<file path="src/common/fifo_ctl_params.svh">
// Control network parameters

`ifndef FIFO_CTL_PARAMS_SVH
`define FIFO_CTL_PARAMS_SVH

// Word and beat sizes
`define FCTL_WORD_W      64              // Host input word
`define FCTL_BEAT_W      32              // Output beat data
`define FCTL_CTX_W       2               // Context field

// Input word framing
`define FCTL_MAGIC       8'h77           // Bits 7..0 of every valid word
`define FCTL_TYPE_LSB    8               // Two-bit word type
`define FCTL_CTX_LSB     10              // Loopback context
`define FCTL_RD_BIT      12              // Command read flag
`define FCTL_WR_BIT      13              // Command write flag
`define FCTL_ADDR_LSB    16              // Command byte address, 16 bits
`define FCTL_DATA_LSB    32              // Loopback data, 32 bits
`define FCTL_MASK_LSB    32              // Command mask, bytes swapped
`define FCTL_VALUE_LSB   48              // Command value, bytes swapped

// Address bits inside the 16-bit byte address
`define FCTL_BANK_BIT    15              // 1 selects the read-write bank
`define FCTL_SHADOW_BIT  14              // Shadow space, ignored

// Register banks
`define FCTL_RW_BITS     128
`define FCTL_RO_BITS     192
`define FCTL_RW_MAGIC    16'hEFCD
`define FCTL_RO_MAGIC    16'hAB89

// Queue depths
`define FCTL_LOOP_DEPTH  16
`define FCTL_CMD_DEPTH   16

// Default identity
`define FCTL_VER_MAJOR   8'h04
`define FCTL_VER_MINOR   8'h02
`define FCTL_DEVICE_ID   8'h11

`endif
</file>
<file path="src/common/fifo_ctl_pkg.sv">
// Control network shared types

package fifo_ctl_pkg;

    // --------------------------------------------------
    // Input word type, bits 9..8
    // --------------------------------------------------
    typedef enum logic [1:0] {
        RX_TLP  = 2'b00,    // Discarded
        RX_CFG  = 2'b01,    // Discarded
        RX_LOOP = 2'b10,    // Returned to host unchanged
        RX_CMD  = 2'b11     // Register file access
    } rx_type_e;

    // --------------------------------------------------
    // Source tag on output beats
    // --------------------------------------------------
    // Same code points as the input type
    typedef enum logic [1:0] {
        TAG_TLP  = 2'b00,
        TAG_CFG  = 2'b01,
        TAG_LOOP = 2'b10,
        TAG_CMD  = 2'b11
    } tx_tag_e;

    // --------------------------------------------------
    // Command operation
    // --------------------------------------------------
    // Encoded as {write bit 13, read bit 12}
    typedef enum logic [1:0] {
        OP_NONE       = 2'b00,
        OP_READ       = 2'b01,
        OP_WRITE      = 2'b10,
        OP_READ_WRITE = 2'b11   // Read returns value before write
    } cmd_op_e;

endpackage

</file>
<file path="src/fifo_ctl/fifo_ctl_top.sv">
// Host control network top
`timescale 1ns/100ps
`include "fifo_ctl_params.svh"

module fifo_ctl_top #(
    parameter logic [7:0] VER_MAJOR = `FCTL_VER_MAJOR,
    parameter logic [7:0] VER_MINOR = `FCTL_VER_MINOR,
    parameter logic [7:0] DEVICE_ID = `FCTL_DEVICE_ID
) (
    input  logic                    clk,
    input  logic                    rst,
    input  logic [`FCTL_WORD_W-1:0] i_rx_data,
    input  logic                    i_rx_valid,
    output logic [`FCTL_BEAT_W-1:0] o_tx_data,
    output fifo_ctl_pkg::tx_tag_e   o_tx_tag,
    output logic [`FCTL_CTX_W-1:0]  o_tx_ctx,
    output logic                    o_tx_valid,
    input  logic                    i_tx_ready
);

    // Path to arbiter links
    logic [`FCTL_BEAT_W-1:0] loop_beat;
    logic [`FCTL_CTX_W-1:0]  loop_ctx;
    logic                    loop_empty;
    logic                    loop_pop;
    logic [`FCTL_BEAT_W-1:0] cmd_beat;
    logic                    cmd_empty;
    logic                    cmd_pop;

    loopback_path u_loopback (
        .clk        ( clk        ),
        .rst        ( rst        ),
        .i_rx_data  ( i_rx_data  ),
        .i_rx_valid ( i_rx_valid ),
        .o_beat     ( loop_beat  ),
        .o_ctx      ( loop_ctx   ),
        .o_empty    ( loop_empty ),
        .i_pop      ( loop_pop   )
    );

    cmd_regfile #(
        .VER_MAJOR ( VER_MAJOR ),
        .VER_MINOR ( VER_MINOR ),
        .DEVICE_ID ( DEVICE_ID )
    ) u_cmd_regfile (
        .clk        ( clk        ),
        .rst        ( rst        ),
        .i_rx_data  ( i_rx_data  ),
        .i_rx_valid ( i_rx_valid ),
        .o_beat     ( cmd_beat   ),
        .o_empty    ( cmd_empty  ),
        .i_pop      ( cmd_pop    )
    );

    tx_arbiter u_tx_arbiter (
        .clk          ( clk        ),
        .rst          ( rst        ),
        .i_loop_beat  ( loop_beat  ),
        .i_loop_ctx   ( loop_ctx   ),
        .i_loop_empty ( loop_empty ),
        .o_loop_pop   ( loop_pop   ),
        .i_cmd_beat   ( cmd_beat   ),
        .i_cmd_empty  ( cmd_empty  ),
        .o_cmd_pop    ( cmd_pop    ),
        .o_tx_data    ( o_tx_data  ),
        .o_tx_tag     ( o_tx_tag   ),
        .o_tx_ctx     ( o_tx_ctx   ),
        .o_tx_valid   ( o_tx_valid ),
        .i_tx_ready   ( i_tx_ready )
    );

endmodule

</file>
<file path="src/fifo_ctl/tx_arbiter.sv">
// Fixed-priority transmit stage
`timescale 1ns/100ps
`include "fifo_ctl_params.svh"

module tx_arbiter (
    input  logic                    clk,
    input  logic                    rst,

    // Loopback source, highest priority
    input  logic [`FCTL_BEAT_W-1:0] i_loop_beat,
    input  logic [`FCTL_CTX_W-1:0]  i_loop_ctx,
    input  logic                    i_loop_empty,
    output logic                    o_loop_pop,

    // Command responses
    input  logic [`FCTL_BEAT_W-1:0] i_cmd_beat,
    input  logic                    i_cmd_empty,
    output logic                    o_cmd_pop,

    // Host side
    output logic [`FCTL_BEAT_W-1:0] o_tx_data,
    output fifo_ctl_pkg::tx_tag_e   o_tx_tag,
    output logic [`FCTL_CTX_W-1:0]  o_tx_ctx,
    output logic                    o_tx_valid,
    input  logic                    i_tx_ready
);

    import fifo_ctl_pkg::*;

    logic can_load;     // Output register empty or draining

    // --------------------------------------------------
    // Selection
    // --------------------------------------------------
    assign can_load   = ~o_tx_valid | i_tx_ready;
    assign o_loop_pop = can_load & ~i_loop_empty;
    assign o_cmd_pop  = can_load & i_loop_empty & ~i_cmd_empty;   // Loopback wins ties

    // --------------------------------------------------
    // Output register
    // --------------------------------------------------
    always_ff @(posedge clk) begin
        if (rst) begin
            o_tx_valid <= 1'b0;
        end else if (can_load) begin
            o_tx_valid <= o_loop_pop | o_cmd_pop;
        end
    end

    // Payload only moves on a load
    always_ff @(posedge clk) begin
        if (o_loop_pop) begin
            o_tx_data <= i_loop_beat;
            o_tx_tag  <= TAG_LOOP;
            o_tx_ctx  <= i_loop_ctx;
        end else if (o_cmd_pop) begin
            o_tx_data <= i_cmd_beat;
            o_tx_tag  <= TAG_CMD;
            o_tx_ctx  <= '0;            // No context on responses
        end
    end

    // Host may stall any number of cycles
    a_hold_stalled : assert property (@(posedge clk) disable iff (rst)
        (o_tx_valid && !i_tx_ready) |=>
            (o_tx_valid && $stable(o_tx_data) && $stable(o_tx_tag) && $stable(o_tx_ctx)))
        else $error("tx_arbiter output changed while stalled");

endmodule

</file>
<file path="src/fifo_ctl/cmd_regfile.sv">
// Command register engine
`timescale 1ns/100ps
`include "fifo_ctl_params.svh"

module cmd_regfile #(
    parameter logic [7:0] VER_MAJOR = `FCTL_VER_MAJOR,
    parameter logic [7:0] VER_MINOR = `FCTL_VER_MINOR,
    parameter logic [7:0] DEVICE_ID = `FCTL_DEVICE_ID
) (
    input  logic                    clk,
    input  logic                    rst,
    input  logic [`FCTL_WORD_W-1:0] i_rx_data,
    input  logic                    i_rx_valid,
    output logic [`FCTL_BEAT_W-1:0] o_beat,
    output logic                    o_empty,
    input  logic                    i_pop
);

    import fifo_ctl_pkg::*;

    localparam int RW_BITS = `FCTL_RW_BITS;
    localparam int RO_BITS = `FCTL_RO_BITS;
    localparam int IDX_W   = $clog2((RW_BITS > RO_BITS) ? RW_BITS : RO_BITS);
    // Magic in bytes 0-1, byte count in bytes 4-7
    localparam logic [RW_BITS-1:0] RW_INIT =
        RW_BITS'({32'(RW_BITS / 8), 16'h0000, `FCTL_RW_MAGIC});

    // Receive queue
    rx_type_e                  rx_type;
    logic                      rx_wr_en;
    logic [`FCTL_WORD_W-1:0]   rx_dout;
    logic                      rx_empty;
    logic                      cmd_pop;

    // Execute stage
    logic                      cmd_vld;
    logic [`FCTL_WORD_W-1:0]   cmd_q;
    cmd_op_e                   cmd_op;
    logic [15:0]               cmd_addr;
    logic [17:0]               cmd_bit;         // Byte address x 8
    logic [IDX_W-1:0]          cmd_idx;
    logic [15:0]               cmd_mask;
    logic [15:0]               cmd_value;
    logic                      f_rw;
    logic                      f_shadow;
    logic                      in_range;
    logic                      do_read;
    logic                      do_write;
    logic [15:0]               rd_bits;

    // Banks
    logic [RW_BITS-1:0]        rw;
    logic [RO_BITS-1:0]        ro;
    logic [RW_BITS+15:0]       rw_pad;          // Zero tail for top-byte reads
    logic [RO_BITS+15:0]       ro_pad;
    logic [63:0]               uptime;

    // Response queue
    logic                      rsp_wr;
    logic [`FCTL_BEAT_W-1:0]   rsp_din;
    logic                      rsp_almost_full;

    // --------------------------------------------------
    // Receive and throttle
    // --------------------------------------------------
    assign rx_type  = rx_type_e'(i_rx_data[`FCTL_TYPE_LSB +: 2]);
    assign rx_wr_en = i_rx_valid & (i_rx_data[7:0] == `FCTL_MAGIC) & (rx_type == RX_CMD);

    sync_fifo #(
        .WIDTH ( `FCTL_WORD_W   ),
        .DEPTH ( `FCTL_CMD_DEPTH )
    ) u_rx_fifo (
        .clk           ( clk       ),
        .rst           ( rst       ),
        .i_wr_en       ( rx_wr_en  ),
        .i_din         ( i_rx_data ),
        .i_rd_en       ( cmd_pop   ),
        .o_dout        ( rx_dout   ),
        .o_empty       ( rx_empty  ),
        .o_almost_full (           )
    );

    // Headroom of two covers the command already in the execute stage
    assign cmd_pop = ~rx_empty & ~rsp_almost_full;

    always_ff @(posedge clk) begin
        if (rst) begin
            cmd_vld <= 1'b0;
        end else begin
            cmd_vld <= cmd_pop;
        end
    end

    always_ff @(posedge clk) begin
        if (cmd_pop) begin
            cmd_q <= rx_dout;
        end
    end

    // --------------------------------------------------
    // Decode
    // --------------------------------------------------
    assign cmd_op    = cmd_op_e'({cmd_q[`FCTL_WR_BIT], cmd_q[`FCTL_RD_BIT]});
    assign cmd_addr  = cmd_q[`FCTL_ADDR_LSB +: 16];
    assign cmd_bit   = {cmd_addr[14:0], 3'b000};
    assign cmd_idx   = cmd_bit[IDX_W-1:0];
    assign cmd_value = {cmd_q[`FCTL_VALUE_LSB +: 8], cmd_q[`FCTL_VALUE_LSB + 8 +: 8]}; // Un-swap
    assign cmd_mask  = {cmd_q[`FCTL_MASK_LSB +: 8], cmd_q[`FCTL_MASK_LSB + 8 +: 8]};
    assign f_rw      = cmd_addr[`FCTL_BANK_BIT];
    assign f_shadow  = cmd_addr[`FCTL_SHADOW_BIT];     // Not supported

    assign do_read  = cmd_vld & ~f_shadow & ((cmd_op == OP_READ) | (cmd_op == OP_READ_WRITE));
    assign do_write = cmd_vld & ~f_shadow & f_rw &
                      ((cmd_op == OP_WRITE) | (cmd_op == OP_READ_WRITE));

    // --------------------------------------------------
    // Read-only bank
    // --------------------------------------------------
    always_ff @(posedge clk) begin
        if (rst) begin
            uptime <= '0;
        end else begin
            uptime <= uptime + 64'd1;   // Cycles since reset
        end
    end

    assign ro[15:0]    = `FCTL_RO_MAGIC;        // +00
    assign ro[31:16]   = '0;
    assign ro[63:32]   = 32'(RO_BITS / 8);      // +04 byte count
    assign ro[71:64]   = VER_MAJOR;             // +08
    assign ro[79:72]   = VER_MINOR;             // +09
    assign ro[87:80]   = DEVICE_ID;             // +0A
    assign ro[127:88]  = '0;
    assign ro[191:128] = uptime;                // +10

    // --------------------------------------------------
    // Read-write bank and read mux
    // --------------------------------------------------
    assign rw_pad = {16'h0000, rw};
    assign ro_pad = {16'h0000, ro};

    assign in_range = f_rw ? (cmd_bit < 18'(RW_BITS)) : (cmd_bit < 18'(RO_BITS));
    assign rd_bits  = ~in_range ? 16'h0000 :
                      f_rw      ? rw_pad[cmd_idx +: 16] : ro_pad[cmd_idx +: 16];

    // Masked bit merge, bits past the bank end are dropped
    always_ff @(posedge clk) begin
        if (rst) begin
            rw <= RW_INIT;
        end else if (do_write) begin
            for (int i = 0; i < 16; i++) begin
                if (cmd_mask[i] && (int'(cmd_bit) + i < RW_BITS)) begin
                    rw[int'(cmd_bit) + i] <= cmd_value[i];
                end
            end
        end
    end

    // --------------------------------------------------
    // Response queue
    // --------------------------------------------------
    assign rsp_wr  = do_read;   // rd_bits sampled before the write lands
    assign rsp_din = {cmd_addr, rd_bits[7:0], rd_bits[15:8]};

    sync_fifo #(
        .WIDTH ( `FCTL_BEAT_W    ),
        .DEPTH ( `FCTL_CMD_DEPTH )
    ) u_rsp_fifo (
        .clk           ( clk             ),
        .rst           ( rst             ),
        .i_wr_en       ( rsp_wr          ),
        .i_din         ( rsp_din         ),
        .i_rd_en       ( i_pop           ),
        .o_dout        ( o_beat          ),
        .o_empty       ( o_empty         ),
        .o_almost_full ( rsp_almost_full )
    );

    // Throttle keeps a free slot for every command in flight
    a_rsp_room : assert property (@(posedge clk) disable iff (rst)
        rsp_wr |-> (u_rsp_fifo.count < $bits(u_rsp_fifo.count)'(`FCTL_CMD_DEPTH)))
        else $error("cmd_regfile response FIFO written when full");

endmodule

</file>
<file path="src/fifo_ctl/loopback_path.sv">
// Loopback return path
`timescale 1ns/100ps
`include "fifo_ctl_params.svh"

module loopback_path (
    input  logic                    clk,
    input  logic                    rst,
    input  logic [`FCTL_WORD_W-1:0] i_rx_data,
    input  logic                    i_rx_valid,
    output logic [`FCTL_BEAT_W-1:0] o_beat,
    output logic [`FCTL_CTX_W-1:0]  o_ctx,
    output logic                    o_empty,
    input  logic                    i_pop
);

    import fifo_ctl_pkg::*;

    localparam int ENTRY_W = `FCTL_CTX_W + `FCTL_BEAT_W;   // Context above data

    rx_type_e           rx_type;
    logic               magic_ok;
    logic               loop_wr_en;
    logic [ENTRY_W-1:0] loop_din;
    logic [ENTRY_W-1:0] loop_dout;

    // Word filter
    assign rx_type    = rx_type_e'(i_rx_data[`FCTL_TYPE_LSB +: 2]);
    assign magic_ok   = (i_rx_data[7:0] == `FCTL_MAGIC);
    assign loop_wr_en = i_rx_valid & magic_ok & (rx_type == RX_LOOP);

    assign loop_din = {i_rx_data[`FCTL_CTX_LSB +: `FCTL_CTX_W],
                       i_rx_data[`FCTL_DATA_LSB +: `FCTL_BEAT_W]};

    // No back-pressure toward host, depth bounds pending words
    sync_fifo #(
        .WIDTH ( ENTRY_W          ),
        .DEPTH ( `FCTL_LOOP_DEPTH )
    ) u_loop_fifo (
        .clk           ( clk        ),
        .rst           ( rst        ),
        .i_wr_en       ( loop_wr_en ),
        .i_din         ( loop_din   ),
        .i_rd_en       ( i_pop      ),
        .o_dout        ( loop_dout  ),
        .o_empty       ( o_empty    ),
        .o_almost_full (            )
    );

    assign o_beat = loop_dout[`FCTL_BEAT_W-1:0];
    assign o_ctx  = loop_dout[ENTRY_W-1 -: `FCTL_CTX_W];

endmodule

</file>
<file path="src/logic/sync_fifo.sv">
// Show-ahead synchronous FIFO
`timescale 1ns/100ps

module sync_fifo #(
    parameter int WIDTH = 32,
    parameter int DEPTH = 16
) (
    input  logic             clk,
    input  logic             rst,
    input  logic             i_wr_en,
    input  logic [WIDTH-1:0] i_din,
    input  logic             i_rd_en,
    output logic [WIDTH-1:0] o_dout,
    output logic             o_empty,
    output logic             o_almost_full
);

    localparam int AW = (DEPTH > 1) ? $clog2(DEPTH) : 1;
    localparam int CW = $clog2(DEPTH + 1);

    logic [WIDTH-1:0] mem [DEPTH];      // Payload storage
    logic [AW-1:0]    wr_ptr;
    logic [AW-1:0]    rd_ptr;
    logic [CW-1:0]    count;            // Entries held
    logic             full;
    logic             do_wr;
    logic             do_rd;

    assign full          = (count == CW'(DEPTH));
    assign o_empty       = (count == '0);
    assign o_almost_full = (count >= CW'(DEPTH - 2));
    assign o_dout        = mem[rd_ptr];     // Head always visible

    assign do_rd = i_rd_en & ~o_empty;
    assign do_wr = i_wr_en & (~full | do_rd);   // Slot freed by same-cycle read

    always_ff @(posedge clk) begin
        if (do_wr) begin
            mem[wr_ptr] <= i_din;
        end
    end

    // Pointers wrap at DEPTH, which need not be a power of two
    always_ff @(posedge clk) begin
        if (rst) begin
            wr_ptr <= '0;
            rd_ptr <= '0;
            count  <= '0;
        end else begin
            if (do_wr) begin
                wr_ptr <= (wr_ptr == AW'(DEPTH - 1)) ? '0 : wr_ptr + 1'b1;
            end
            if (do_rd) begin
                rd_ptr <= (rd_ptr == AW'(DEPTH - 1)) ? '0 : rd_ptr + 1'b1;
            end
            case ({do_wr, do_rd})
                2'b10:   count <= count + 1'b1;
                2'b01:   count <= count - 1'b1;
                default: count <= count;
            endcase
        end
    end

    // Producer and consumer must respect the flags
    a_no_overflow : assert property (@(posedge clk) disable iff (rst)
        i_wr_en |-> (~full | i_rd_en))
        else $error("sync_fifo write while full");

    a_no_underflow : assert property (@(posedge clk) disable iff (rst)
        i_rd_en |-> ~o_empty)
        else $error("sync_fifo read while empty");

endmodule

</file>
<file path="config.mk">
export PLATFORM = sky130hd
export DESIGN_NAME = fifo_ctl_top
export DESIGN_NICKNAME = d
export VERILOG_FILES = /design/src/common/fifo_ctl_pkg.sv /design/src/fifo_ctl/fifo_ctl_top.sv /design/src/fifo_ctl/tx_arbiter.sv /design/src/fifo_ctl/cmd_regfile.sv /design/src/fifo_ctl/loopback_path.sv /design/src/logic/sync_fifo.sv
export VERILOG_INCLUDE_DIRS = /design/src /design/src/common
export SDC_FILE = /design/constraint.sdc
export NUM_CORES = 2
export LEC_CHECK = 0
export BUFFER_PORTS_ARGS = -buffer_cell sky130_fd_sc_hd__clkbuf_2
export CAP_MARGIN = 5
export CORE_AREA = 2 2 449 451
export CTS_CLUSTER_SIZE = 30
export DETAILED_ROUTE_END_ITERATION = 8
export DIE_AREA = 0 0 451 453
export GPL_TIMING_DRIVEN = 0
export PLACE_DENSITY = 0.67
export SETUP_SLACK_MARGIN = 0.1
export SLEW_MARGIN = 30
export SYNTH_ARGS = -nofsm -noshare
export SYNTH_HDL_FRONTEND = slang
export SYNTH_HIERARCHICAL = 1
export SYNTH_SLANG_ARGS = --single-unit
</file>
<file path="constraint.sdc">
create_clock -name clk -period 12.7 [get_ports clk]
set_input_delay 2.54 -clock clk [delete_from_list [all_inputs] [get_ports clk]]
set_output_delay 2.54 -clock clk [all_outputs]
set_load 0.01 [all_outputs]
</file>
==> key figures <==
Critical path
  • Setup slack, reg-to-reg: 6.21 ns
  • Crit path capture type: flip-flop
  • Req. time, crit path: 13.23 ns
  • RR Endpoint: u_cmd_regfile/u_rsp_fifo/mem[2][3]
  • WS Path Type: reg2reg
  • Worst Setup Start Kind: flip-flop
  • R2R Path Start: u_cmd_regfile/cmd_q[31]
  • Cells on worst reg2reg path: 9
  • Max FO, Critical Path: 17
  • CP arrival: 7.02 ns

Status
  • Status: completed

Placement
  • Post-Place Cells: 8375
  • Routability congestion estimate from global placement: 0.991
  • IO Port Bufs: 101
  • Post-DP HPWL: 195 mm

Drt
  • Drt first-iter violations: just under 8000
  • Pre-Repair DR Iteration Count: 8
  • Routed vias/inst: 6.42
  • ANT nets after route: 0
  • Wire per inst: 32.7 um
  • Drt drc: 0
  • Routed WL: ~290 mm
  • DR vias: between 50000 and 60000

GRT
  • Vias in the first global route: 54500
  • Overall Global Routing Usage: 0.277
  • Global-route wire length before repair: 404 mm
  • Initial antenna violation count: 18
  • Largest net degree at the start of global routing: 35
  • GRT overflow: 0

Timing
  • Setup violators final: 0
  • Crit path time final: 6.49 ns
  • Fmax: 154 MHz
  • Fin Hold WS: 0.495 ns
  • RSZ-0062 raised after global routing: no
  • Rel. slew slack: 0.263
  • Max-slew violation count: 0
  • Worst Skew: 0.0603 ns
  • Period utilization: 0.511
  • Worst-Margin Slew: 1.10 ns
  • Hold violation count in the final report: 0

Logic synthesis
  • Syn_area_per_cell: 16.6 um2
  • Post-synthesis cell area: approximately 91000 um2
  • Ys Warns: 6
  • Cells after Synth: 5478
  • Syn_nets: 5574

Clocking
  • CTS Buf Count: 216
  • CTS tree: yes
  • Post-CTS setup buffer count: 0
  • Post-CTS Hold Buffers: 0
  • H-tree lvl count: 4
  • Clock Path Buffers: 3
  • Clock transition at the registers of the reported paths: 0.06 ns
  • Post-CTS sizing: 0
  • Clock Sink Count: 2186
  • Worst-skew pair later-pin latency: about 0.88 ns
  • CTS root buf: clkbuf_16

Hold path
  • Min-delay worst type: reg2reg
  • Hold path depth: 2
  • Hold Crit Start: u_tx_arbiter/o_tx_tag[0]
  • WHS Endpoint: u_tx_arbiter/o_tx_tag[0]

Floorplan
  • Boundary Pins: around 110
  • Starting Density: 0.456
  • Core ar.: 199000 um2
  • Row count: 164
  • Die area: around 200000 um2
  • Die Height: between 400 and 500 um
  • Die W: 451 um

Power and ir drop
  • Maximum vdd ir drop: about 0.15 mV
  • Total power per unit cell area: around 140 nW/um2
  • Static leakage: 31.6 nW

Cells and area
  • Most frequent cells in the layout: edfxtp_1 (1940), mux4_2 (481), clkbuf_1 (380), nand2_1 (327), a22oi_1 (270)
  • Post-route insts no fill: 8782
  • Fillers: 16100
  • Area Growth Syn to Fin: 13.5%
  • Layout cells sized above 1: 0.207
  • Final Net Count: around 6000
  • Commonest non-fill, non-tap cell in the layout: edfxtp_1

Run
  • Max-cap violations: 0
[where the power goes]
part	internal, mW	leakage, nW	switching [mW]
Sequential	7.78	19.6	0.00192
Clock	3.54	3.37	2.72
Combinational	0.0119	8.62	0.0921
[worst max path at each step]
stage | startpoint | slack [ns] | to
after detailed placement | u_cmd_regfile/cmd_q[31] | 6.34 | u_cmd_regfile/u_rsp_fifo/mem[13][3]
after global routing | u_cmd_regfile/cmd_q[31] | 6.23 | u_cmd_regfile/u_rsp_fifo/mem[3][3]
after floorplan | u_cmd_regfile/u_rsp_fifo/count[4] | 3.38 | u_cmd_regfile/u_rx_fifo/mem[0][12]
after global placement | u_cmd_regfile/u_rx_fifo/count[4] | -3.81 | u_cmd_regfile/u_rx_fifo/mem[2][30]
after CTS | u_cmd_regfile/cmd_q[31] | 6.33 | u_cmd_regfile/u_rsp_fifo/mem[2][3]
final | u_cmd_regfile/cmd_q[31] | 6.21 | u_cmd_regfile/u_rsp_fifo/mem[2][3]
[critical path: stages (launching register included)]
cell	delay, ns
edfxtp_1	0.99
clkbuf_1	0.63
clkbuf_1	0.54
clkbuf_1	0.70
clkbuf_1	0.71
clkbuf_1	0.77
a21oi_1	0.17
nor3_1	0.68
nand4_1	0.21
a21oi_2	0.73
[final cells by class]
| cell class | count | area, um2 | area share |
|---|---|---|---|
| sequential | 2186 | 63200 | 0.613 |
| multi-input combinational | 2795 | 25900 | 0.252 |
| clock buffer | 281 | 5820 | 0.0565 |
| tap | 2656 | 3320 | 0.0322 |
| buffer | 458 | 1920 | 0.0186 |
| timing repair buffer | 242 | 1570 | 0.0152 |
| clock inverter | 120 | 1150 | 0.0112 |
| inverter | 39 | 146 | 0.00142 |
| antenna | 5 | 12.5 | 0.000121 |
[per-stage QoR]
stage / setup TNS (ns) / power [mW] / util / instance area, um2 / setup WS, ns
after floorplan: 0 / 7.95 / - / 90800 / 3.38
after global placement: -751.20 / 8.04 / 0.475 / 94700 / -3.81
after detailed placement: 0 / 8.04 / 0.482 / 96000 / 6.34
after CTS: 0 / 14.3 / 0.517 / 103000 / 6.33
after global routing: 0 / 14.5 / 0.517 / 103000 / 6.23
final: 0 / 14.1 / 0.517 / 103000 / 6.21
[routing by layer]
metal | wire [um] | global-route usage
met1 | 115000 | 0.381
met2 | 134000 | 0.436
met3 | 25600 | 0.0565
met4 | 11800 | 0.107
met5 | 59 | 0
[flip-flops by register name, summed over array words and instances, names as in the netlist, named ones only]
name and flops:
u_cmd_regfile/cmd_q 50, u_cmd_regfile/cmd_vld 1, u_cmd_regfile/rw 128, u_cmd_regfile/u_rsp_fifo/count 5, u_cmd_regfile/u_rsp_fifo/mem 512, u_cmd_regfile/u_rsp_fifo/rd_ptr 4
u_cmd_regfile/u_rsp_fifo/wr_ptr 4, u_cmd_regfile/u_rx_fifo/count 5, u_cmd_regfile/u_rx_fifo/mem 800, u_cmd_regfile/u_rx_fifo/rd_ptr 4, u_cmd_regfile/u_rx_fifo/wr_ptr 4, u_cmd_regfile/uptime 64
u_loopback/u_loop_fifo/count 5, u_loopback/u_loop_fifo/mem 544, u_loopback/u_loop_fifo/rd_ptr 4, u_loopback/u_loop_fifo/wr_ptr 4, u_tx_arbiter/o_tx_ctx 2, u_tx_arbiter/o_tx_data 32
u_tx_arbiter/o_tx_tag 1, u_tx_arbiter/o_tx_valid 1
Power figures use the tool's default switching activity.
